$ cat src/smi_settings.svh
`ifndef SMI_SETTINGS_SVH
`define SMI_SETTINGS_SVH

// clocking
`define SMI_REF_CLK_MHZ 50            // system clk in MHz
`define SMI_MDC_KHZ     5000          // target mdc rate

// status polling interval in clk cycles, short for simulation
`define SMI_POLL_CYCLES 32'd400

// command queue depth, also the monitor's starting credit count
`define SMI_FIFO_DEPTH  4

// phy addressing and register map
`define SMI_PHY_ADDR    5'd1
`define SMI_REG_CTRL    5'd0          // basic control register
`define SMI_REG_STATUS  5'd17         // phy-specific status

// configuration word for the control register
`define SMI_CTRL_VALUE  16'h1300      // autoneg enable + restart

`endif

$ cat src/smi_pkg.sv
package smi_pkg;

  // clause-22 opcode, same bit pattern as it goes on the wire
  typedef enum logic [1:0] {
    SMI_OP_WRITE = 2'b01,
    SMI_OP_READ  = 2'b10
  } smi_op_e;

  // one management command as queued between monitor and engine
  typedef struct packed {
    smi_op_e     op;            // read or write
    logic [4:0]  reg_addr;      // phy register number
    logic [15:0] wdata;         // ignored for reads
  } smi_cmd_t;

  // link speed as reported to the outside
  typedef enum logic [1:0] {
    SPEED_10M     = 2'b00,
    SPEED_100M    = 2'b01,
    SPEED_1000M   = 2'b10,
    SPEED_UNKNOWN = 2'b11       // nothing decoded yet
  } eth_speed_e;

endpackage

$ cat src/smi_cmd_if.sv
// command channel with credit return
interface smi_cmd_if;
  import smi_pkg::*;

  logic     valid;              // one-cycle push strobe
  smi_cmd_t cmd;                // command payload
  logic     credit;             // one-cycle credit return

  modport src (
    output valid,
    output cmd,
    input  credit
  );

  modport dst (
    input  valid,
    input  cmd,
    output credit
  );

endinterface

$ cat src/smi_link_monitor.sv
`include "smi_settings.svh"

module smi_link_monitor (
  input  logic                clk,
  input  logic                rst_n,
  smi_cmd_if.src              cmd,
  input  logic                rdata_valid,
  input  logic [15:0]         rdata,
  output logic                link,
  output smi_pkg::eth_speed_e speed,
  output logic [1:0]          led
);
  import smi_pkg::*;

  localparam int CRED_W = $clog2(`SMI_FIFO_DEPTH + 1);

  typedef enum logic [2:0] {
    ST_CFG_REQ,
    ST_RD_REQ,
    ST_RD_WAIT,
    ST_DECODE,
    ST_POLL
  } mon_state_e;

  mon_state_e        state;
  logic [CRED_W-1:0] credit_cnt;   // free slots in the fifo
  logic              take;         // command leaves this cycle
  logic [15:0]       status_q;     // last status word read
  logic [31:0]       timer;        // poll interval count
  eth_speed_e        dec_speed;

  assign take = ((state == ST_CFG_REQ) || (state == ST_RD_REQ)) && (credit_cnt != '0);

  always_ff @(posedge clk or negedge rst_n)
  begin
    if (!rst_n)
      state <= ST_CFG_REQ;
    else
    begin
      case (state)
        ST_CFG_REQ:
          if (take)
            state <= ST_RD_REQ;
        ST_RD_REQ:
          if (take)
            state <= ST_RD_WAIT;
        ST_RD_WAIT:
          if (rdata_valid)
            state <= ST_DECODE;
        ST_DECODE:
          state <= ST_POLL;
        ST_POLL:
          if (timer == `SMI_POLL_CYCLES - 32'd1)
            state <= ST_RD_REQ;
        default:
          state <= ST_CFG_REQ;
      endcase
    end
  end

  always_ff @(posedge clk or negedge rst_n)
  begin
    if (!rst_n)
      timer <= '0;
    else if (state == ST_POLL)
      timer <= timer + 32'd1;
    else
      timer <= '0;
  end

  // producer side of the credit scheme
  always_ff @(posedge clk or negedge rst_n)
  begin
    if (!rst_n)
    begin
      credit_cnt <= CRED_W'(`SMI_FIFO_DEPTH);
      cmd.valid  <= 1'b0;
    end
    else
    begin
      credit_cnt <= credit_cnt - CRED_W'(take) + CRED_W'(cmd.credit);
      cmd.valid  <= take;
    end
  end

  always_ff @(posedge clk)
  begin
    if (take && (state == ST_CFG_REQ))
      cmd.cmd <= '{op: SMI_OP_WRITE, reg_addr: `SMI_REG_CTRL, wdata: `SMI_CTRL_VALUE};
    else if (take)
      cmd.cmd <= '{op: SMI_OP_READ, reg_addr: `SMI_REG_STATUS, wdata: 16'h0000};
  end

  always_ff @(posedge clk)
  begin
    if (rdata_valid && (state == ST_RD_WAIT))
      status_q <= rdata;
  end

  // bits 15:14 carry the resolved speed, 1x is gigabit
  always_comb
  begin
    case (status_q[15:14])
      2'b00:   dec_speed = SPEED_10M;
      2'b01:   dec_speed = SPEED_100M;
      default: dec_speed = SPEED_1000M;
    endcase
  end

  always_ff @(posedge clk or negedge rst_n)
  begin
    if (!rst_n)
    begin
      link  <= 1'b0;
      speed <= SPEED_UNKNOWN;
    end
    else if (state == ST_DECODE)
    begin
      link <= status_q[10];                  // bit 10 is link up
      if (status_q[10])
        speed <= dec_speed;                  // speed held while down
    end
  end

  // led follows link and speed one edge later
  always_ff @(posedge clk or negedge rst_n)
  begin
    if (!rst_n)
      led <= 2'b11;
    else if (!link)
      led <= 2'b11;
    else
    begin
      case (speed)
        SPEED_10M:   led <= 2'b10;
        SPEED_100M:  led <= 2'b01;
        SPEED_1000M: led <= 2'b00;
        default:     led <= 2'b11;
      endcase
    end
  end

  // a send without credit or a surplus credit return leaves this range
  a_credit_in_range: assert property (@(posedge clk) disable iff (!rst_n)
    credit_cnt <= CRED_W'(`SMI_FIFO_DEPTH));

endmodule

$ cat src/flat_wrapper.sv
// flat-port wrapper written by rule: the top's interface ports become plain ports
module smi_link_monitor_flat import smi_pkg::*;
  (clk, rst_n, rdata_valid, rdata, link, speed, led, cmd_valid, cmd_cmd, cmd_credit);
  smi_cmd_if cmd_i ();
  input  logic clk;
  input  logic rst_n;
  input  logic rdata_valid;
  input  logic [15:0] rdata;
  output logic link;
  output smi_pkg::eth_speed_e speed;
  output logic [1:0] led;
  output wire logic [$bits(cmd_i.valid)-1:0] cmd_valid;
  output wire logic [$bits(cmd_i.cmd)-1:0] cmd_cmd;
  input wire logic [$bits(cmd_i.credit)-1:0] cmd_credit;
  assign cmd_valid = cmd_i.valid;
  assign cmd_cmd = cmd_i.cmd;
  assign cmd_i.credit = cmd_credit;
  smi_link_monitor u_core (.clk(clk), .rst_n(rst_n), .cmd(cmd_i), .rdata_valid(rdata_valid), .rdata(rdata), .link(link), .speed(speed), .led(led));
endmodule
$ cat config.mk
export PLATFORM = sky130hd
export DESIGN_NAME = smi_link_monitor_flat
export DESIGN_NICKNAME = d
export VERILOG_FILES = /design/src/smi_pkg.sv /design/src/smi_cmd_if.sv /design/src/smi_link_monitor.sv /design/src/flat_wrapper.sv
export VERILOG_INCLUDE_DIRS = /design/src
export SDC_FILE = /design/constraint.sdc
export NUM_CORES = 1
export LEC_CHECK = 0
export BUFFER_PORTS_ARGS = -buffer_cell sky130_fd_sc_hd__buf_2
export CORE_MARGIN = 5
export CORE_UTILIZATION = 53
export DETAILED_ROUTE_END_ITERATION = 6
export HOLD_SLACK_MARGIN = 0.08
export PLACE_DENSITY = 0.79
export SETUP_SLACK_MARGIN = 0.02
export SYNTH_ARGS = -nofsm -noshare
export SYNTH_HDL_FRONTEND = slang
export SYNTH_SLANG_ARGS = --single-unit
$ cat constraint.sdc
create_clock -name clk -period 2.4 [get_ports clk]
set_clock_uncertainty 0.1 [all_clocks]
set_input_delay 0.12 -clock clk [delete_from_list [all_inputs] [get_ports clk]]
set_output_delay 0.12 -clock clk [all_outputs]
set_load 0.005 [all_outputs]
# [Word level (Yosys, flattened, before mapping)]
# Cells that the tools add are included.
# Widths: inputs -> output; s select.
[classes] n_addsub=3 n_eq_ne=12 n_reduce_logical=10 n_mux=9
[op_table] op="$add 32x1->32 const B" n=1
[op_table] op="$eq 32x9->1 const B" n=1
[op_table] op="$mux 32" n=1
[op_table] op="$pmux 3 s5" n=1
[op_table] op="$mux 3" n=4
[op_table] op="$eq 3x2->1 const B" n=2
[op_table] op="$ne 2x1->1 const B" n=3
[op_table] op="$pmux 2 s3" n=1
[op_table] op="$eq 2x1->1 const B" n=2
[op_table] op="$logic_not 2->1" n=2
[op_table] op="$pmux 2 s2" n=1
[op_table] op="$reduce_and 4->1" n=1
[op_table] op="$add 3x1->3" n=1
[op_table] op="$eq 3x1->1 const B" n=1
[op_table] op="$eq 3x3->1 const B" n=1
[op_table] op="$logic_and 1x1->1" n=3
[op_table] op="$logic_not 3->1" n=1
[op_table] op="$reduce_bool 3->1" n=1
[op_table] op="$sub 3x1->3" n=1
[op_table] op="$eq 2x2->1 const B" n=1
[op_table] op="$mux 2" n=1
[op_table] op="$ne 2x2->1 const B" n=1
[op_table] op="$reduce_and 2->1" n=1
[op_table] op="$logic_or 1x1->1" n=1
[word_totals] output_inout_bits=29 elab_cells=45 ff_bits=66 inputBits=20

# [Depth between registers and ports, before layout]
# Gate-level depths: netlist of the first run.
[depth] word_depth=5 depth_mapped=8 mapped_depth_nobuf=8

# [Least setup slack after synthesis of the first run]
# OpenSTA, ideal clock, no wires.
[synth_timing] path_kind="register to register" from="register u_core.credit_cnt[2]" to="register u_core.credit_cnt[2]" setup_ns=0.075 t_arrival_ns=1.956 t_required_ns=2.225 slack_ns=0.268 synth_period_minus_slack_ns=2.132 stages_incl_launch_ff=9 n_path_buf=0 path_cell_list="dfstp_2 -> nor3_1 -> or3_1 -> o21ai_0 -> ha_1 -> inv_1 -> fa_1 -> xnor2_1 -> xnor2_1"
[synth_between] elab_chain_len=4
[synth_lines] element="from (decl)" line="smi_link_monitor.sv:26" text="logic [CRED_W-1:0] credit_cnt;"
[synth_lines] element="from (signal assigned)" line="smi_link_monitor.sv:76" text="credit_cnt <= CRED_W'(`SMI_FIFO_DEPTH);"
[synth_lines] element="from (signal assigned)" line="smi_link_monitor.sv:81" text="credit_cnt <= credit_cnt - CRED_W'(take) + CRED_W'(cmd.credit);"
[synth_lines] element="$reduce_bool 3->1" line="smi_link_monitor.sv:32" text="assign take = ((state == ST_CFG_REQ) || (state == ST_RD_REQ)) && (credit_cnt != '0);"
[synth_lines] element="$logic_and 1x1->1" line="smi_link_monitor.sv:32"
[synth_lines] element="$sub 3x1->3 (*)" line="smi_link_monitor.sv:81"
[synth_lines] element="$add 3x1->3 (*)" line="smi_link_monitor.sv:81"
# Mark *: on every way between the ends. The rest lies on a longest branch, timed or not.
# A chain may end at the register's enable or synchronous reset.

# [Worst setup path after layout of the first run]
# Ends and elaborated chain as after synthesis.

==> summary.log, run 1 <==
[cts] Sinks on Clock Net 49
[cts] clock latency on the worst-skew pair 300 ps
[cts] CTS tree built
[yosys] largest cells by area after synthesis dfrtp_1, buf_4, dfstp_2, or4_1, a21oi_1
[die] initial core utilization 54.3%
[cts] H-Tree Level Count 2
[cts] Longest Clk Path Bufs 2
[timing] Post-Route Hold Slack 105 ps
[die] count of pins on the block boundary 49
[cts] Clk Tree Root Cell clkbuf_8
[routing] post-route antenna net violation count 0
[timing] normalized max-slew margin 36.3%
[layout] FF+latch area 0.00124 mm²
[yosys] post-synthesis average cell area 9.72 µm²
[yosys] mapped cell area 0.00257 mm²
[grt] initial antenna violation count 0
[grt] remaining global-route overflow 0
[die] total die area 0.00633 mm²
[timing] minimum clock period 2250 ps
[die] die boundary height 79.6 µm
[yosys] post-synth top area cell dfrtp_1
[place] number of port buffers 19
[die] Site Rows 25
[die] chip width 79.6 µm
[place] placed instance area 0.00263 mm²
[timing] count of final hold-check violations 0
[critical_path] path type of the worst setup path reg -> reg
[timing] post-route setup TNS 0 ps
[place] detailed placement HPWL 3170 µm
[yosys] number of synthesis warnings 0
[routing] total number of vias 1933
[grt] first-pass GRT wire length 8070 µm
[yosys] flops & latches, synth 49
[die] core area 0.00472 mm²
[critical_path] critical path capture point type flop
[min_path] worst min path class in -> reg
[routing] Pre-antenna DRT Iters 4
[routing] average vias per placed instance 5.48
[layout] post-layout util 59.4%
[critical_path] Worst Path Required 2530 ps
[layout] post-layout instance area 0.00280 mm²
[critical_path] data arrival time at the worst-slack endpoint 2380 ps
[yosys] distinct cell type count of the synthesized netlist 40
[yosys] fraction of the yosys area taken by sequential cells 48.2%
[timing] Highest Clock Rate 444 MHz
[outcome] result of the run completed
[timing] actual transition at the worst max-transition pin 956 ps
[critical_path] Crit Path Max Fanout 5
[routing] DRT iter0 DRCs 133
[layout] ratio of cells with drive above 1 in the final layout 15.4%
[timing] unrepaired setup endpoints after global routing no
[timing] Setup violations, final 0
[timing] number of max-slew violations in the final report 0
[timing] final period utilization 93.8%
[cts] Inserted Clock Buffers 5
[routing] DRC violation count after routing 0
[yosys] Synth Instances 264
[place] global placer's final weighted congestion 0.826
[power_and_ir_drop] Worst VDD drop 0.000362 V
[layout] number of nets in the layout 310
[grt] number of global-route vias before repair 1756
[grt] total global-route track usage 16.1%
[layout] fill cell total of the finished layout 401
[yosys] post-synth top area share 38.0%
[routing] total wire length after detailed routing 4650 µm
[cts] clock-pin transition on the worst setup and hold timing paths 90 ps
[power_and_ir_drop] power consumption 2.28 mW
[routing] DR WL/cell 13.2 µm
[grt] largest net degree at the start of global routing 45
[critical_path] critical path launch point type flop
[run] number of max-capacitance violations reported 0
[layout] area taken by multi-input logic gates 0.00112 mm²
[layout] growth of design area from synthesis to finish 9.26%
[layout] antenna cell count 0
[power_and_ir_drop] power density cells 815 mW/mm²
[power_and_ir_drop] static power due to leakage 1.09 nW
## metal layers
metal	global-route usage (%)	up-vias	share of wire (%)
met4	5.33	0	1.3
met3	3.95	8	5.7
li1	-	953	-
met5	0	-	0
met1	21.3	923	46
met2	25.8	49	47
## worst paths after layout
path	start	endpoint	slack [ps]	cells past startpoint
setup / recovery	u_core.credit_cnt[2]	u_core.credit_cnt[2]	150	8
hold / removal	rdata_valid	u_core.state[0]	110	4
setup reg to reg	u_core.credit_cnt[2]	u_core.credit_cnt[2]	150	8
hold reg to reg	u_core.link	u_core.led[0]	370	1
max in group asynchronous	rst_n	u_core.credit_cnt[0]	1200	2
min in group asynchronous	rst_n	u_core.timer[17]	400	2
## synth_stat cells, drive strengths merged
library cell	number
ha	4
o2bb2ai	1
nor4	8
nor3	4
o21ai	14
clkinvlp	1
dfrtp	39
mux2	1
and4	2
nand3	10
o31ai	11
o21a	2
a21oi	22
edfxtp	3
nor2	14
nand2	18
or3	11
xor2	3
fa	1
nand2b	2
nand3b	1
or2	2
nor4bb	2
buf	29
clkbuf	4
xnor2	9
and2	3
conb	1
dfstp	5
nand4b	1
dfxtp	2
o31a	1
inv	10
or4	15
nand4	8
## critical path, stage by stage, from the launching register on
cell     delay, ps
dfstp_2        540
nor3_1          70
or3_1          370
o21ai_0        170
ha_1           170
inv_1           50
fa_1           380
xnor2_1        180
xnor2_1        140
## cell type report
cell class                      instances  share of cell area [%]
Tap cell                               67                    2.99
Clock buffer                            7                    3.08
Sequential cell                        49                    44.1
Multi-Input combinational cell        186                    39.9
Timing Repair Buffer                   32                    7.32
Inverter                               11                    1.52
Clock inverter                          1                    1.07
## cells by family (layout without fill, tap and decap cells)
kind of cell	count (synthesis)	in the layout	synth area share (%)
AOI/OAI and AO/OA	51	51	11.5
xor gates and xnor gates	12	12	4.10
adders and majority gates	5	5	2.73
buffers and inverters	44	51	10.5
DFF	49	49	48.2
muxes	1	1	0.439
other	1	16	0.146
and+or+nand+nor	101	101	22.4
## state kept, by name (all words and copies together), names as in the netlist
register	cells
u_core.speed	2
u_core.led	2
u_core.cmd.cmd	2
u_core.credit_cnt	3
u_core.cmd.valid	1
u_core.link	1
u_core.state	3
u_core.timer	32
u_core.status_q	3
## stage by stage
step / cells / setup slack (ps)
finish: 353 / 150
floorplan: 279 / 268
CTS: 352 / 123
detailed placement: 339 / 146
global placement: 339 / 194
global route: 353 / 29.8
## power by group
group	internal, mW	switching [mW]
combinational	0.271	0.326
clock	0.340	0.267
sequential	0.988	0.0931
total	1.60	0.686
## timing repair
item                                    4_1_cts  5_1_grt
hold buffers                                  5        0
gates resized for setup                       0        1
setup buffers                                 0        1
endpoints found under the hold margin        43        0
endpoints found under the setup margin        0        1
## layout by cell type, fill, tap and decap left out, types with 2 or more instances in the layout
cell / n
dfrtp_1: 39
a21oi_1: 22
buf_2: 19
nand2_1: 18
conb_1: 16
or4_1: 15
nor2_1: 14
o21ai_0: 14
or3_1: 11
o31ai_1: 11
inv_1: 10
xnor2_1: 9
nand3_1: 9
nand4_1: 8
nor4_1: 8
buf_4: 8
clkbuf_8: 6
dlygate4sd3_1: 5
dfstp_2: 5
nor3_1: 4
xor2_1: 3
and2_1: 3
ha_1: 3
edfxtp_1: 3
and4_1: 2
nor4bb_1: 2
nand2b_1: 2
o21a_1: 2
dfxtp_1: 2
(Power assumes the default switching activity.)
==> inputs of run 2 (changes only) <==
--- a/config.mk
+++ b/config.mk
@@ -6,7 +6,7 @@
 export SDC_FILE = /design/constraint.sdc
 export NUM_CORES = 1
 export LEC_CHECK = 0
-export BUFFER_PORTS_ARGS = -buffer_cell sky130_fd_sc_hd__buf_2
+export BUFFER_PORTS_ARGS = -buffer_cell sky130_fd_sc_hd__clkbuf_2
 export CORE_MARGIN = 5
 export CORE_UTILIZATION = 53
 export DETAILED_ROUTE_END_ITERATION = 6
==> summary.log, run 2 (synthesis gave the netlist of run 1 again) <==
[power_and_ir_drop] clock network power share 23.2%
[layout] ratio of cells with drive above 1 in the final layout 16.1%
[power_and_ir_drop] net switching share of the total power 33.3%
[critical_path] Crit Path Max Fanout 5
[power_and_ir_drop] static power due to leakage 1.09 nW
[timing] minimum clock period 2220 ps
[min_path] origin of the worst min-delay path rdata_valid
[die] count of pins on the block boundary 49
[grt] initial antenna violation count 0
[place] pre-CTS worst setup slack 133 ps
[timing] Setup WS post-layout 179 ps
[grt] first-pass GRT wire length 8140 µm
[layout] most frequent cells in the layout dfrtp_1, a21oi_1, clkbuf_2
[run] number of max-capacitance violations reported 0
[min_path] worst min path class in -> reg
[cts] H-Tree Level Count 2
[critical_path] biggest cell delay along the critical path 550 ps
[layout] flip-flop count of the largest register after layout 32
[timing] normalized max-slew margin 56.8%
[die] chip width 79.6 µm
[cts] Sinks on Clock Net 49
[min_path] endpoint of the worst hold path u_core.state[0]
[cts] Inserted Clock Buffers 5
[cts] count of buffers added by post-CTS timing repair for setup 0
[timing] unrepaired setup endpoints after global routing yes
[grt] largest net degree at the start of global routing 29
[grt] remaining global-route overflow 0
[cts] Clk Tree Root Cell clkbuf_8
[routing] Pre-antenna DRT Iters 4
[grt] number of global-route vias before repair 1869
[die] initial core utilization 54.3%
[power_and_ir_drop] share of power burned in registers 48.6%
[timing] number of max-slew violations in the final report 0
[power_and_ir_drop] Worst VDD drop 0.000385 V
[critical_path] data arrival time at the worst-slack endpoint 2360 ps
[cts] clock-pin transition on the worst setup and hold timing paths 100 ps
[layout] growth of design area from synthesis to finish 8.53%
[critical_path] critical path cell sequence nor3_1 > or3_1 > o21ai_1 > ha_1 > inv_1 > fa_1 > xnor2_2 > xnor2_1
[critical_path] critical register-to-register path startpoint u_core.credit_cnt[2]
[power_and_ir_drop] power consumption 2.24 mW
[timing] final period utilization 92.6%
[die] total die area 0.00633 mm²
[critical_path] critical path capture point type flop
[critical_path] number of cells traversed by the worst register-to-register path 8
[power_and_ir_drop] fraction of power consumed by combinational cells 28.2%
[routing] post-route antenna net violation count 0
[routing] total wire length after detailed routing 4680 µm
[critical_path] cell family with most CP delay flip-flops
[critical_path] Worst Path Required 2540 ps
[grt] total global-route track usage 15.9%
[timing] post-route setup TNS 0 ps
[routing] DRC violation count after routing 0
[power_and_ir_drop] Switch Pwr 0.745 mW
[layout] register name with the most flops u_core.timer
[outcome] result of the run completed
[layout] number of nets in the layout 309
[place] global placer's final weighted congestion 0.804
[critical_path] path type of the worst setup path reg -> reg
[timing] Setup violations, final 0
[power_and_ir_drop] power density cells 803 mW/mm²
[cts] Longest Clk Path Bufs 2
[layout] most common cell after layout, fill and taps aside dfrtp_1
[routing] total number of vias 1946
[critical_path] CP Depth 8
[die] die boundary height 79.6 µm
[timing] count of final hold-check violations 0
[routing] average vias per placed instance 5.53
[die] Site Rows 25
[layout] antenna cell count 0
[place] number of port buffers 19
[critical_path] critical path launch point type flop
[cts] CTS tree built
[timing] actual transition at the worst max-transition pin 639 ps
[layout] post-layout util 59.0%
[critical_path] FF-to-FF setup slack 180 ps
[min_path] Min-Delay Path Depth 4
[place] detailed placement HPWL 3300 µm
[critical_path] number of buffers and inverters on the critical path 1
[power_and_ir_drop] Internal Dissipation 1.49 mW
[die] core area 0.00472 mm²
[routing] DRT iter0 DRCs 104
[routing] DR WL/cell 13.3 µm
[critical_path] slowest library cell on the worst path dfstp_2
[cts] clock latency on the worst-skew pair 310 ps
[timing] Highest Clock Rate 450 MHz
[critical_path] endpoint of the worst-slack reg-to-reg timing path u_core.credit_cnt[2]
-- run 2: how the worst max path moves through the flow --
stage,start,to
finish,u_core.credit_cnt[2],u_core.credit_cnt[2]
global route,u_core.credit_cnt[2],u_core.credit_cnt[2]
CTS,u_core.credit_cnt[2],u_core.credit_cnt[2]
detailed placement,u_core.credit_cnt[2],u_core.credit_cnt[2]
global placement,u_core.credit_cnt[2],u_core.credit_cnt[2]
floorplan,u_core.credit_cnt[2],u_core.credit_cnt[2]
-- run 2: worst register-to-register path, cell delays in order (launching register included) --
cell     delay (ps)
dfstp_2         550
nor3_1           70
or3_1           380
o21ai_1         140
ha_1            150
inv_1            40
fa_1            400
xnor2_2         150
xnor2_1         160
-- run 2: routing by layer --
layer	vias to the layer above	wire, µm	track usage (%)
met3	7	159	3.05
met1	957	2170	20.0
met4	0	53	4.12
met2	25	2300	27.9
met5	-	0	0
li1	957	-	-
-- run 2: metrics by stage --
stage	cell area (µm²)	std cells	hold slack, ps
floorplan	2620	279	-276
global placement	2630	339	-19.1
detailed placement	2630	339	-26.2
CTS	2770	352	85.3
global route	2790	352	81.0
finish	2790	352	88.9
-- run 2: final cells by class --
cell class                 count  area, µm²
fill                         415       1940
tap                           67       83.8
clock buffer                   5       68.8
inverter                      11       42.5
multi-input combinational    186       1130
clock inverter                 3       25.0
sequential                    49       1240
timing repair buffer          31        198
-- run 2: repair_timing --
| action | CTS | global route |
|---|---|---|
| hold endpoints to repair | 20 | 0 |
| gates resized for setup | 0 | 4 |
| hold buffers | 5 | 0 |
| setup endpoints to repair | 0 | 7 |
-- run 2: power by group through the flow --
stage	clock network [mW]	logic (mW)	registers [mW]
6_report	0.519	0.631	1.09
5_1_grt	0.556	0.733	1.11
4_1_cts	0.531	0.619	1.09
3_5_place_dp	0	0.605	1.10
3_3_place_gp	0	0.587	1.09
2_1_floorplan	0	0.442	1.10
