==> src/smi_settings.svh <==
`ifndef SMI_SETTINGS_SVH
`define SMI_SETTINGS_SVH

// clocking
`define SMI_REF_CLK_MHZ 50            // system clk in MHz
`define SMI_MDC_KHZ     5000          // target mdc rate

// status polling interval in clk cycles, short for simulation
`define SMI_POLL_CYCLES 32'd400

// command queue depth, also the monitor's starting credit count
`define SMI_FIFO_DEPTH  4

// phy addressing and register map
`define SMI_PHY_ADDR    5'd1
`define SMI_REG_CTRL    5'd0          // basic control register
`define SMI_REG_STATUS  5'd17         // phy-specific status

// configuration word for the control register
`define SMI_CTRL_VALUE  16'h1300      // autoneg enable + restart

`endif

==> src/smi_pkg.sv <==
package smi_pkg;

  // clause-22 opcode, same bit pattern as it goes on the wire
  typedef enum logic [1:0] {
    SMI_OP_WRITE = 2'b01,
    SMI_OP_READ  = 2'b10
  } smi_op_e;

  // one management command as queued between monitor and engine
  typedef struct packed {
    smi_op_e     op;            // read or write
    logic [4:0]  reg_addr;      // phy register number
    logic [15:0] wdata;         // ignored for reads
  } smi_cmd_t;

  // link speed as reported to the outside
  typedef enum logic [1:0] {
    SPEED_10M     = 2'b00,
    SPEED_100M    = 2'b01,
    SPEED_1000M   = 2'b10,
    SPEED_UNKNOWN = 2'b11       // nothing decoded yet
  } eth_speed_e;

endpackage

==> src/smi_cmd_if.sv <==
// command channel with credit return
interface smi_cmd_if;
  import smi_pkg::*;

  logic     valid;              // one-cycle push strobe
  smi_cmd_t cmd;                // command payload
  logic     credit;             // one-cycle credit return

  modport src (
    output valid,
    output cmd,
    input  credit
  );

  modport dst (
    input  valid,
    input  cmd,
    output credit
  );

endinterface

==> src/smi_cmd_fifo.sv <==
`include "smi_settings.svh"

module smi_cmd_fifo (
  input  logic   clk,
  input  logic   rst_n,
  smi_cmd_if.dst wr,
  smi_cmd_if.src rd
);
  import smi_pkg::*;

  localparam int DEPTH = `SMI_FIFO_DEPTH;
  localparam int PTR_W = (DEPTH > 1) ? $clog2(DEPTH) : 1;
  localparam int CNT_W = $clog2(DEPTH + 1);

  smi_cmd_t         mem [DEPTH];
  logic [PTR_W-1:0] wr_ptr;
  logic [PTR_W-1:0] rd_ptr;
  logic [CNT_W-1:0] count;
  logic             eng_credit;   // engine can take one frame
  logic             pop;

  // head goes out as soon as the engine holds a free slot
  assign pop      = (count != '0) && eng_credit;
  assign rd.valid = pop;
  assign rd.cmd   = mem[rd_ptr];

  always_ff @(posedge clk)
  begin
    if (wr.valid)
      mem[wr_ptr] <= wr.cmd;
  end

  always_ff @(posedge clk or negedge rst_n)
  begin
    if (!rst_n)
    begin
      wr_ptr     <= '0;
      rd_ptr     <= '0;
      count      <= '0;
      eng_credit <= 1'b1;
      wr.credit  <= 1'b0;
    end
    else
    begin
      if (wr.valid)
        wr_ptr <= (wr_ptr == PTR_W'(DEPTH - 1)) ? '0 : wr_ptr + 1'b1;
      if (pop)
        rd_ptr <= (rd_ptr == PTR_W'(DEPTH - 1)) ? '0 : rd_ptr + 1'b1;
      count      <= count + CNT_W'(wr.valid) - CNT_W'(pop);
      eng_credit <= (eng_credit && !pop) || rd.credit;
      wr.credit  <= pop;                     // slot freed upstream
    end
  end

  a_no_push_when_full: assert property (@(posedge clk) disable iff (!rst_n)
    wr.valid |-> count != CNT_W'(DEPTH));

  a_no_credit_overflow: assert property (@(posedge clk) disable iff (!rst_n)
    rd.credit |-> !eng_credit);

endmodule

==> src/flat_wrapper.sv <==
// flat-port wrapper written by rule: the top's interface ports become plain ports
module smi_cmd_fifo_flat import smi_pkg::*;
  (clk, rst_n, wr_valid, wr_cmd, wr_credit, rd_valid, rd_cmd, rd_credit);
  smi_cmd_if wr_i ();
  smi_cmd_if rd_i ();
  input  logic clk;
  input  logic rst_n;
  input wire logic [$bits(wr_i.valid)-1:0] wr_valid;
  input wire logic [$bits(wr_i.cmd)-1:0] wr_cmd;
  output wire logic [$bits(wr_i.credit)-1:0] wr_credit;
  output wire logic [$bits(rd_i.valid)-1:0] rd_valid;
  output wire logic [$bits(rd_i.cmd)-1:0] rd_cmd;
  input wire logic [$bits(rd_i.credit)-1:0] rd_credit;
  assign wr_i.valid = wr_valid;
  assign wr_i.cmd = wr_cmd;
  assign wr_credit = wr_i.credit;
  assign rd_valid = rd_i.valid;
  assign rd_cmd = rd_i.cmd;
  assign rd_i.credit = rd_credit;
  smi_cmd_fifo u_core (.clk(clk), .rst_n(rst_n), .wr(wr_i), .rd(rd_i));
endmodule
==> config.mk <==
export PLATFORM = sky130hd
export DESIGN_NAME = smi_cmd_fifo_flat
export DESIGN_NICKNAME = d
export VERILOG_FILES = /design/src/smi_pkg.sv /design/src/smi_cmd_if.sv /design/src/smi_cmd_fifo.sv /design/src/flat_wrapper.sv
export VERILOG_INCLUDE_DIRS = /design/src
export SDC_FILE = /design/constraint.sdc
export NUM_CORES = 1
export LEC_CHECK = 0
export ABC_CLOCK_PERIOD_IN_PS = 2140
export BUFFER_PORTS_ARGS = -buffer_cell sky130_fd_sc_hd__clkbuf_2
export CELL_PAD_IN_SITES_DETAIL_PLACEMENT = 1
export CELL_PAD_IN_SITES_GLOBAL_PLACEMENT = 2
export CORE_MARGIN = 3
export CORE_UTILIZATION = 42
export CTS_BUF_LIST = sky130_fd_sc_hd__clkbuf_2
export CTS_CLUSTER_DIAMETER = 50
export DETAILED_ROUTE_END_ITERATION = 16
export PLACE_DENSITY_LB_ADDON = 0.1
export SYNTH_ARGS = -nofsm -noshare
export SYNTH_HDL_FRONTEND = slang
export SYNTH_SLANG_ARGS = --single-unit
==> constraint.sdc <==
create_clock -name clk -period 2.14 [get_ports clk]
set_clock_uncertainty 0.15 [all_clocks]
set_input_delay 0.107 -clock clk [delete_from_list [all_inputs] [get_ports clk]]
set_output_delay 0.107 -clock clk [all_outputs]
set_load 0.005 [all_outputs]
# After elaboration in Yosys (flattened, before gate mapping)
# Memory sizes are Yosys's and may differ from the RTL's.
# Cells that the tools add are included.
op_classes:
  add_sub_neg: 4
  eq_ne: 2
  n_mux: 4
  reduce_logical: 5
ops:
  columns: ["op", "n"]
  rows:
  - ["adder 2 x 1 -> 2 bit, second input constant", 2]
  - ["equality test 2 bit, second input constant", 2]
  - ["2-to-1 mux 2 bit", 2]
  - ["adder 3 x 1 -> 3 bit", 1]
  - ["nonzero test 3 bit", 1]
  - ["subtractor 3 x 1 -> 3 bit", 1]
  - ["logical AND 1 bit", 2]
  - ["2-to-1 mux 1 bit", 2]
  - ["zero test 1 bit", 1]
  - ["logical OR 1 bit", 1]
totals:
  register_bits: 9
  mem_bits_rw: 92
  output_inout_bits: 25
  memories: 1
memory_table:
  columns: ["memory", "words", "width", "read_ports", "rd_clocked_by_memory_dff", "write_ports", "line_no", "text"]
  rows:
  - ["u_core.mem", 4, 23, 1, 0, 1, "smi_cmd_fifo.sv:15", "smi_cmd_t mem [DEPTH];"]

# Logic depth before layout (Yosys ltp)
# Gate-level depths: netlist of run 1.
depth:
  depth_word: 5
  depth_mapped: 9
  ltp_nobuf: 9

# Least setup slack after synthesis of run 1
# No wires, ideal clock.
synth_path:
  path_type: "reg2reg"
  start: "reg u_core.count[1]"
  end: "reg u_core.count[2]"
  setup_ns: 0.125
  t_arrival_ns: 2.062
  required_time_ns: 1.865
  setup_slack_ns: -0.197
  path_stages_with_launch: 10
  path_buffers: 0
  period_less_slack_ns: 2.337
  path_cell_list: "dfrtp_1 o31ai_1 inv_1 ha_1 inv_1 ha_1 inv_1 fa_1 xnor2_1 xnor2_1"
synth_via:
  elab_chain_len: 3
  word_cells_on_any_way: 4
synth_lines:
  columns: ["item", "line_no", "text"]
  rows:
  - ["from (decl)", "smi_cmd_fifo.sv:18", "logic [CNT_W-1:0] count;"]
  - ["from (signal assigned)", "smi_cmd_fifo.sv:49", "count <= count + CNT_W'(wr.valid) - CNT_W'(pop);"]
  - ["nonzero test 3 bit", "smi_cmd_fifo.sv:23", "assign pop = (count != '0) && eng_credit;"]
  - ["logical AND 1 bit", "smi_cmd_fifo.sv:23", null]
  - ["net rd_valid", "flat_wrapper.sv:11", "output wire logic [$bits(rd_i.valid)-1:0] rd_valid;"]
  - ["subtractor 3 x 1 -> 3 bit", "smi_cmd_fifo.sv:49", null]
# The timed path passes the listed nets, and every way through them passes these cells.
# A chain may end at the register's enable or synchronous reset.

# Worst setup path in the final report of run 1
layout_path:
  start: "reg u_core.count[0]"
  end: "reg u_core.count[2]"
layout_via:
  elab_chain_len: 3
  word_cells_on_any_way: 4
layout_lines:
  columns: ["item", "line_no"]
  rows:
  - ["parallel branches: the longest is 2 deep, another holds adder 3 x 1 -> 3 bit", null]
  - ["subtractor 3 x 1 -> 3 bit (*)", "smi_cmd_fifo.sv:49"]
# Every way passes the cells marked *.

==> key figures, run 1 <==
STA
  • Final count of pins violating max slew: 0
  • FMAX: 464 MHz
  • Final critical path time including I/O delays and setup: 2.15 ns
  • Final worst setup slack: -0.0140 ns
  • Max-slew headroom at the worst pin: 67.0%
  • Worst-Margin Slew: 0.494 ns
  • Finish-stage setup viols: 1
  • RSZ-0062 raised after global routing: true
  • Count of final hold-check violations: 0
  • Share of the clock period used by the worst path after layout: 101%
  • Final setup TNS: -0.0140 ns

Min path
  • Tightest Hold Check Type: in2reg

Floorplan
  • Number of placement rows: 34
  • Placeable Area: 0.00881 mm^2
  • Chip Height: 102 um
  • Horizontal extent of the die: 102 um
  • Starting Density: 43.6%
  • Die area: 0.0103 mm^2
  • Num ports: 52

Yosys
  • FF+latch count, synth: 101
  • Synth Warn #: 0
  • Dominant cell type by area after synthesis: edfxtp_1
  • Share of the yosys chip area belonging to registers: 77.9%
  • Cell count after synthesis: 161
  • Main combinational cell family by area after synthesis: multiplexers
  • Mean Syn Cell Area: 23.8 um^2
  • Synthesized-area fraction occupied by xor and xnor cells: 0.456%
  • Yosys top cell area share: 72.0%
  • Top post-synthesis cells by area: edfxtp_1, mux4_2, dfrtp_1
  • Netlist area before placement: 0.00384 mm^2
  • Number of distinct library cells after synthesis: 21
  • Synth Area in Compound Gates: 0.652%
  • Synth Area in Adders: 2.80%
  • Share of synthesized area spent on multiplexers: 14.6%
  • Syn_nets: 196
  • Simple-gate share of the synthesized area: 1.21%

Drt
  • First drt pass iteration count: 4
  • Max layer used: met4
  • Final antenna-violating net count: 0
  • Met2 Routed Length: 4100 um
  • Wire length after detailed routing: 7280 um
  • Detailed-route wire length on metal 1: 2910 um
  • DRT iter0 DRCs: 55
  • Post-detailed-route wirelength per cell: 19.3 um
  • Via Count: 1,913
  • DRC: 0
  • WL met3: 197 um
  • Drt via density: 5.06

Critical path
  • Slowest cell delay on critical path: 0.47 ns
  • Library cell appearing most often on the critical path: inv_2
  • Combined buffer and inverter count along the critical path: 3
  • CP endpoint kind: flop
  • Worst EP required: 2.41 ns
  • Cell with the largest stage delay on the worst path: dfrtp_1
  • Critical Path Fanout Max: 2
  • Worst Path Arrival: 2.43 ns
  • Crit-path leading delay family: adder cells
  • CP startpoint kind: flop
  • Worst path cell trace: o31ai_4 > inv_2 > ha_4 > inv_2 > ha_4 > inv_2 > fa_2 > xnor2_2 > xnor2_1
  • Worst setup path class: reg2reg

CTS
  • CTS sink cnt: 101
  • Clock tree from TritonCTS: built
  • Clock tree root buffer cell: clkbuf_2
  • Number of CTS-inserted buffers: 9
  • Clock-pin transition on the worst setup and hold timing paths: 0.27 ns
  • CTS Buffer Depth: 2
  • Clock latency reported for the late side of the worst-skew pair: 0.50 ns
  • H-Tree Depth: 3

Power
  • Sequential group share of total power: 47.0%
  • Static power due to leakage: 1.76 nW
  • Internal power: 0.00412 W
  • Power density of the placed cells: 1200 mW/mm^2
  • Part of the total power dissipated in combinational logic: 35.9%
  • Clock Power Share: 17.1%
  • Peak supply drop: 0.578 mV
  • Switching Fraction: 28.9%
  • Switching power: 0.00167 W

Status
  • Status: complete, but fails checks
  • Failing checks: setup timing

Placed design
  • Gp weighted congestion: 0.680
  • Cell area after placement: 0.00429 mm^2
  • Estimated wirelength of the detail-placed design: 4740 um
  • Place WS: -0.0863 ns
  • Port Buf Inserts: 51

Layout
  • Final #Nets: 300
  • Total of fill cells in the finished design: 793
  • Highest-count cells in the layout ignoring fill and taps: edfxtp_1, clkbuf_2, dlygate4sd3_1
  • Finished layout cell area: 0.00483 mm^2
  • Area growth, synth to finish: 25.9%
  • ANT cells: 0
  • Most common cell after layout, fill and taps aside: edfxtp_1
  • Layout cells sized above 1: 46.7%

Global routing
  • Wire length of the first global-routing pass: 11,300 um
  • Global Route Usage Sum: 15.0%
  • Antenna violations before repair: 0
  • Total congestion overflow after global routing: 0
  • Pin count of the biggest net entering global routing: 24
  • Via count of the first global-routing pass: 2,208

Run
  • Max_cap viols: 0
==> metrics by stage <==
step / instances / total power [W] / hold WS (ns) / utilization (%)
floorplan: 161 / 0.00386 / -0.339 / -
global placement: 324 / 0.00441 / -0.178 / 48.7
detailed placement: 324 / 0.00455 / -0.170 / 48.7
CTS: 373 / 0.00582 / 0.109 / 54.4
global route: 378 / 0.00614 / 0.123 / 54.8
finish: 378 / 0.00580 / 0.185 / 54.8
==> layout make-up <==
class | instances | area, um^2 | share of cell area, %
clock inverter | 5 | 85.1 | 1.76
sequential | 101 | 2990 | 62.0
timing repair buffer | 99 | 749 | 15.5
clock buffer | 11 | 55.1 | 1.14
tap | 108 | 135 | 2.80
multi-input combinational | 47 | 786 | 16.3
inverter | 7 | 26.3 | 0.544
==> registers in the layout, indices dropped and copies added, names as in the netlist <==
register	flops
u_core.count	3
u_core.eng_credit	1
u_core.mem	92
u_core.rd_ptr	2
u_core.wr.credit	1
u_core.wr_ptr	2
==> path summary, 6_finish.rpt <==
kind	start	slack, ns	cells past startpoint	end
max	u_core.count[0]	-0.01	9	u_core.count[2]
min	wr_cmd[10]	0.19	2	u_core.mem[0][10]
max reg2reg	u_core.count[0]	-0.01	9	u_core.count[2]
min reg2reg	u_core.eng_credit	0.41	1	u_core.eng_credit
max in group asynchronous	rst_n	1.07	3	u_core.eng_credit
min in group asynchronous	rst_n	0.42	3	u_core.wr_ptr[1]
==> per-layer routing <==
layer | global-route usage [%] | vias to the layer above
li1 | - | 864
met2 | 27.6 | 40
met4 | 6.44 | 0
met5 | 0 | -
met1 | 17.1 | 1001
met3 | 2.41 | 8
==> cell families (layout without fill, tap and decap cells) <==
logic type	after synthesis	after routing
fa+ha+maj	8	8
buf+inv	13	122
mux	25	25
compound gates	4	4
simple gates	8	8
xor+xnor	2	2
flops	101	101
==> Yosys cell counts <==
master,count
mux4_1,5
ha_1,7
buf_12,2
a21o_1,1
mux2_2,2
nor3_1,1
o21ai_0,2
o31ai_1,1
mux4_2,18
dfstp_2,1
or3b_2,1
inv_1,7
fa_1,1
buf_6,1
edfxtp_1,92
nand2_1,1
dfrtp_1,8
xnor2_1,2
buf_2,3
nor2_1,1
and2_1,4
==> power by group through the flow <==
stage / Sequential, W / Combinational (W) / Clock [W]
6_report: 0.00273 / 0.00208 / 0.000989
5_1_grt: 0.00276 / 0.00228 / 0.00110
4_1_cts: 0.00274 / 0.00204 / 0.00105
3_5_place_dp: 0.00280 / 0.00175 / 0
3_3_place_gp: 0.00276 / 0.00165 / 0
2_1_floorplan: 0.00270 / 0.00116 / 0
==> what timing repair did <==
item                                    in CTS  in global routing
pin swaps                                    5                  3
hold buffers                                27                  0
resized for setup                           17                  2
endpoints found under the hold margin      105                  0
endpoints found under the setup margin      25                 23
buffers inserted                             6                  5
No activity file was read; power rests on OpenSTA's default activity.
==> run 2, diff against run 1 <==
--- a/config.mk
+++ b/config.mk
@@ -9,4 +9,5 @@
 export ABC_CLOCK_PERIOD_IN_PS = 2140
 export BUFFER_PORTS_ARGS = -buffer_cell sky130_fd_sc_hd__clkbuf_2
+export CAP_MARGIN = 5
 export CELL_PAD_IN_SITES_DETAIL_PLACEMENT = 1
 export CELL_PAD_IN_SITES_GLOBAL_PLACEMENT = 2
==> constraint.sdc (replaced) <==
create_clock -name clk -period 2.14 [get_ports clk]
set_clock_uncertainty 0.15 [all_clocks]
set_input_delay 0.428 -clock clk [delete_from_list [all_inputs] [get_ports clk]]
set_output_delay 0.428 -clock clk [all_outputs]
set_load 0.005 [all_outputs]
==> key figures, run 2 (synthesis results as in run 1) <==
Status
  • Failing checks: setup timing
  • Status: complete, but fails checks

CTS
  • Clock tree root buffer cell: clkbuf_2
  • Clock tree from TritonCTS: built
  • Clock latency reported for the late side of the worst-skew pair: 0.54 ns
  • H-Tree Depth: 3
  • Clock-pin transition on the worst setup and hold timing paths: 0.28 ns
  • CTS Buffer Depth: 2
  • Number of CTS-inserted buffers: 9
  • CTS sink cnt: 101

Power
  • Internal power: 0.00383 W
  • Clock Power Share: 15.0%
  • Power density of the placed cells: 1160 mW/mm^2
  • Switching Fraction: 30.5%
  • Static power due to leakage: 1.74 nW
  • Part of the total power dissipated in combinational logic: 36.0%
  • Sequential group share of total power: 49.0%
  • Switching power: 0.00168 W
  • Peak supply drop: 0.518 mV

Drt
  • Post-detailed-route wirelength per cell: 18.5 um
  • Final antenna-violating net count: 0
  • Drt via density: 5.03
  • Wire length after detailed routing: 6880 um
  • DRC: 0
  • DRT iter0 DRCs: 73
  • Via Count: 1,875
  • First drt pass iteration count: 4

Global routing
  • Global Route Usage Sum: 14.5%
  • Total congestion overflow after global routing: 0
  • Pin count of the biggest net entering global routing: 24
  • Wire length of the first global-routing pass: 10,800 um
  • Antenna violations before repair: 0
  • Via count of the first global-routing pass: 2,067

STA
  • Final worst setup slack: -0.320 ns
  • Final count of pins violating max slew: 0
  • RSZ-0062 raised after global routing: true
  • Final critical path time including I/O delays and setup: 2.46 ns
  • FMAX: 407 MHz
  • Share of the clock period used by the worst path after layout: 115%
  • Finish-stage setup viols: 25
  • Max-slew headroom at the worst pin: 69.7%
  • Final setup TNS: -6.44 ns
  • Count of final hold-check violations: 0
  • Worst-Margin Slew: 0.454 ns
  • WHS: 0.0724 ns

Layout
  • Finished layout cell area: 0.00476 mm^2
  • Final #Nets: 295
  • Most common cell after layout, fill and taps aside: edfxtp_1
  • Highest-count cells in the layout ignoring fill and taps: edfxtp_1, clkbuf_2, dlygate4sd3_1
  • Layout cells sized above 1: 44.5%
  • Biggest regs: u_core.mem x92, u_core.count x3
  • ANT cells: 0
  • Area growth, synth to finish: 24.0%
  • Max reg flops: 92
  • Biggest register: u_core.mem

Floorplan
  • Die area: 0.0103 mm^2
  • Starting Density: 43.6%
  • Placeable Area: 0.00881 mm^2
  • Chip Height: 102 um
  • Num ports: 52
  • Number of placement rows: 34
  • Horizontal extent of the die: 102 um

Critical path
  • Worst setup path class: reg2out
  • CP endpoint kind: output pin
  • Worst path cell trace: buf_12 > mux4_2 > clkbuf_2
  • Worst setup path startpoint: u_core.rd_ptr[0]
  • Reg-to-reg critical path startpoint: u_core.count[0]
  • CP startpoint kind: flop
  • Worst EP required: 1.56 ns
  • Worst Path Arrival: 1.88 ns
  • Critical Path Fanout Max: 12
  • Cell with the largest stage delay on the worst path: mux4_2
  • Slowest cell delay on critical path: 0.52 ns

Placed design
  • Estimated wirelength of the detail-placed design: 4480 um
  • Port Buf Inserts: 51
  • Gp weighted congestion: 0.688
  • Cell area after placement: 0.00431 mm^2
  • Place WS: -0.0932 ns

Min path
  • Tightest Hold Check Type: in2async

Run
  • Max_cap viols: 0
-- run 2: routing by layer --
| metal | vias to the layer above | GRT usage (%) | share of wire [%] |
|---|---|---|---|
| li1 | 861 | - | - |
| met1 | 955 | 17.8 | 41 |
| met2 | 46 | 24.9 | 54 |
| met3 | 13 | 2.69 | 3.5 |
| met4 | 0 | 6.65 | 2.0 |
| met5 | - | 0 | 0 |
-- run 2: final cells by class --
type / instances / area [um^2]
well taps: 108 / 135
clock buffers: 10 / 50.0
clock inverters: 6 / 56.3
multi-input cells: 47 / 801
inverters: 7 / 26.3
flip-flops and latches: 101 / 2990
fillers: 796 / 4050
repair buffers: 94 / 697
-- run 2: power by group through the flow --
stage          registers, W  clock network [W]  logic [W]
3_5_place_dp        0.00277                  0    0.00182
3_3_place_gp        0.00273                  0    0.00173
4_1_cts             0.00271           0.000859    0.00204
6_report            0.00270           0.000826    0.00198
2_1_floorplan       0.00270                  0    0.00116
5_1_grt             0.00274           0.000941    0.00216
-- run 2: repair_timing --
| action | 4_1_cts | 5_1_grt |
|---|---|---|
| setup endpoints to repair | 26 | 26 |
| setup buffers | 6 | 0 |
| pin swaps | 5 | 3 |
| endpoints found under the hold margin | 103 | 0 |
| hold buffers | 26 | 0 |
| gates resized for setup | 9 | 0 |
-- run 2: final timing paths --
path | depth (start not counted) | endpoint | slack, ns
setup / recovery | 3 | rd_cmd[19] | -0.32
max in group asynchronous | 2 | u_core.eng_credit | 1.47
setup reg to reg | 9 | u_core.count[2] | -0.02
min in group clk | 1 | u_core.eng_credit | 0.40
hold / removal | 2 | u_core.rd_ptr[1] | 0.07
hold reg to reg | 1 | u_core.eng_credit | 0.40
-- run 2: worst max-delay path, delay by kind of cell, from the launching register on --
family / cells / cell delay [ns]
flops: 1 / 0.51
mux: 1 / 0.52
buf+inv: 2 / 0.32
-- run 2: metrics by stage --
step,total power [W],utilization [%],instances
2_1_floorplan,0.00386,-,161
3_5_place_dp,0.00459,49.0,325
6_report,0.00551,54.0,373
3_3_place_gp,0.00445,49.0,325
4_1_cts,0.00560,54.0,373
5_1_grt,0.00584,54.0,373
==> run 3, diff against run 2 <==
Settings changed: CORE_UTILIZATION 42 to 31, CTS_BUF_LIST sky130_fd_sc_hd__clkbuf_2 to unset.
==> key figures, run 3 (synthesis results as in run 1) <==
Floorplan
  • Chip Height: 117 um
  • Num ports: 52
  • Horizontal extent of the die: 117 um
  • Starting Density: 31.8%
  • Placeable Area: 0.0121 mm^2
  • Die area: 0.0137 mm^2
  • Number of placement rows: 40

Placed design
  • Estimated wirelength of the detail-placed design: 4430 um
  • Port Buf Inserts: 51
  • Gp weighted congestion: 0.714
  • Place WS: -0.118 ns

Global routing
  • Pin count of the biggest net entering global routing: 24
  • Total congestion overflow after global routing: 0
  • Antenna violations before repair: 0
  • Wire length of the first global-routing pass: 10,900 um
  • Via count of the first global-routing pass: 1,999
  • Global Route Usage Sum: 11.2%

STA
  • Share of the clock period used by the worst path after layout: 102%
  • Final worst setup slack: -0.0452 ns
  • Final critical path time including I/O delays and setup: 2.19 ns
  • Max-slew headroom at the worst pin: 74.5%
  • Count of final hold-check violations: 0
  • Finish-stage setup viols: 13
  • Final count of pins violating max slew: 0
  • RSZ-0062 raised after global routing: true
  • Worst-Margin Slew: 0.383 ns
  • FMAX: 458 MHz
  • Final setup TNS: -0.303 ns

Power
  • Sequential group share of total power: 43.9%
  • Switching power: 0.00169 W
  • Static power due to leakage: 1.68 nW
  • Internal power: 0.00445 W
  • Part of the total power dissipated in combinational logic: 30.7%
  • Peak supply drop: 0.449 mV
  • Clock Power Share: 25.4%
  • Power density of the placed cells: 1300 mW/mm^2
  • Switching Fraction: 27.5%

Layout
  • Sequential Area: 0.00299 mm^2
  • Biggest regs: u_core.mem x92, u_core.count x3
  • Max reg flops: 92
  • Layout cells sized above 1: 46.8%
  • Total area of multi-input combinational cells: 805 um^2
  • Highest-count cells in the layout ignoring fill and taps: edfxtp_1, clkbuf_2, mux4_2
  • Most common cell after layout, fill and taps aside: edfxtp_1
  • ANT cells: 0
  • Area growth, synth to finish: 22.9%
  • Final #Nets: 265
  • Total of fill cells in the finished design: 1,151
  • Biggest register: u_core.mem
  • Utilization after layout: 39.1%

Drt
  • Final antenna-violating net count: 0
  • Wire length after detailed routing: 7030 um
  • Via Count: 1,759
  • Drt via density: 4.36
  • First drt pass iteration count: 4
  • DRT iter0 DRCs: 96
  • DRC: 0
  • Post-detailed-route wirelength per cell: 17.4 um

Critical path
  • Crit-path leading delay family: multiplexers
  • Combined buffer and inverter count along the critical path: 2
  • Worst EP required: 1.56 ns
  • Critical Path Fanout Max: 11
  • Slowest cell delay on critical path: 0.56 ns
  • Worst setup path class: reg2out
  • Cells on worst reg2reg path: 9
  • CP startpoint kind: flop
  • Worst path cell trace: buf_8 > mux4_1 > clkbuf_2
  • Worst Path Arrival: 1.61 ns
  • Cell with the largest stage delay on the worst path: mux4_1
  • CP endpoint kind: output pin
  • CP Depth: 3

Min path
  • Tightest Hold Check Type: in2reg
  • Cells on Worst Hold Path: 2

CTS
  • Clock tree from TritonCTS: built
  • H-Tree Depth: 3
  • Clock latency reported for the late side of the worst-skew pair: 0.33 ns
  • Clock-pin transition on the worst setup and hold timing paths: 0.06 ns
  • Clock tree root buffer cell: clkbuf_16
  • Number of CTS-inserted buffers: 9
  • CTS sink cnt: 101
  • CTS Buffer Depth: 2

Run
  • Max_cap viols: 0

Status
  • Failing checks: setup timing
  • Status: complete, but fails checks
==> run 3: cell types whose count changed in the layout (fill, tap and decap cells not counted), sizes merged <==
cell,previous run,this run
clkinv,3,4
inv,9,7
clkbuf,61,60
buf,17,12
dlygate4sd3,26,1
clkinvlp,1,2
bufinv,0,1
==> run 3: power by group through the flow <==
| stage | logic [W] | clock network [W] | registers [W] |
|---|---|---|---|
| global route | 0.00211 | 0.00170 | 0.00273 |
| global placement | 0.00174 | 0 | 0.00271 |
| detailed placement | 0.00181 | 0 | 0.00274 |
| finish | 0.00188 | 0.00156 | 0.00270 |
| floorplan | 0.00116 | 0 | 0.00270 |
| CTS | 0.00193 | 0.00161 | 0.00271 |
==> run 3: path summary, 6_finish.rpt <==
path                                    from                end  slack, ns
setup reg to reg             u_core.count[0]    u_core.count[2]       0.01
hold / removal                     rd_credit  u_core.eng_credit       0.13
max in group asynchronous              rst_n  u_core.eng_credit       1.25
hold reg to reg            u_core.eng_credit  u_core.eng_credit       0.39
setup / recovery            u_core.rd_ptr[0]          rd_cmd[1]      -0.05
min in group asynchronous              rst_n   u_core.wr_ptr[1]       0.33
==> run 3: area by class of cell <==
type                            instances  share of cell area [%]
Clock buffer                            9                    4.78
Clock inverter                          7                    1.41
Inverter                                7                   0.610
Multi-Input combinational cell         47                    17.1
Sequential cell                       101                    63.5
Tap cell                              168                    4.46
Timing Repair Buffer                   64                    8.22
==> run 3: worst reg2reg max path, cell delays in order (launching register included) <==
cell and delay (ns):
dfrtp_1 0.42, o31ai_4 0.28, inv_2 0.08, ha_4 0.22, inv_4 0.05, ha_4 0.11
inv_2 0.03, fa_2 0.36, xnor2_2 0.16, xnor2_1 0.17
==> run 3: timing repair <==
item                                    4_1_cts  5_1_grt
setup buffers                                 2        1
hold buffers                                  1        0
gates resized for setup                      10        0
pin swaps                                     5        3
endpoints found under the setup margin       22       24
gates cloned                                  0        0
endpoints found under the hold margin         8        0
==> run 3: routing by layer <==
| metal | GRT usage (%) | routed length (um) | up-vias |
|---|---|---|---|
| met3 | 3.65 | 325 | 6 |
| met2 | 19.8 | 3780 | 30 |
| li1 | - | - | 798 |
| met5 | 0 | 0 | - |
| met4 | 4.13 | 85 | 0 |
| met1 | 12.5 | 2830 | 925 |
==> run 3: stage by stage <==
stage                     instances  instance area [um^2]  hold WS (ns)  total power (W)
after global routing            403                  4720         0.119          0.00654
after CTS                       402                  4710         0.114          0.00625
after global placement          383                  4350         0.141          0.00444
final                           403                  4720         0.125          0.00614
after detailed placement        383                  4350         0.153          0.00455
after floorplan                 161                  3850       -0.0176          0.00386
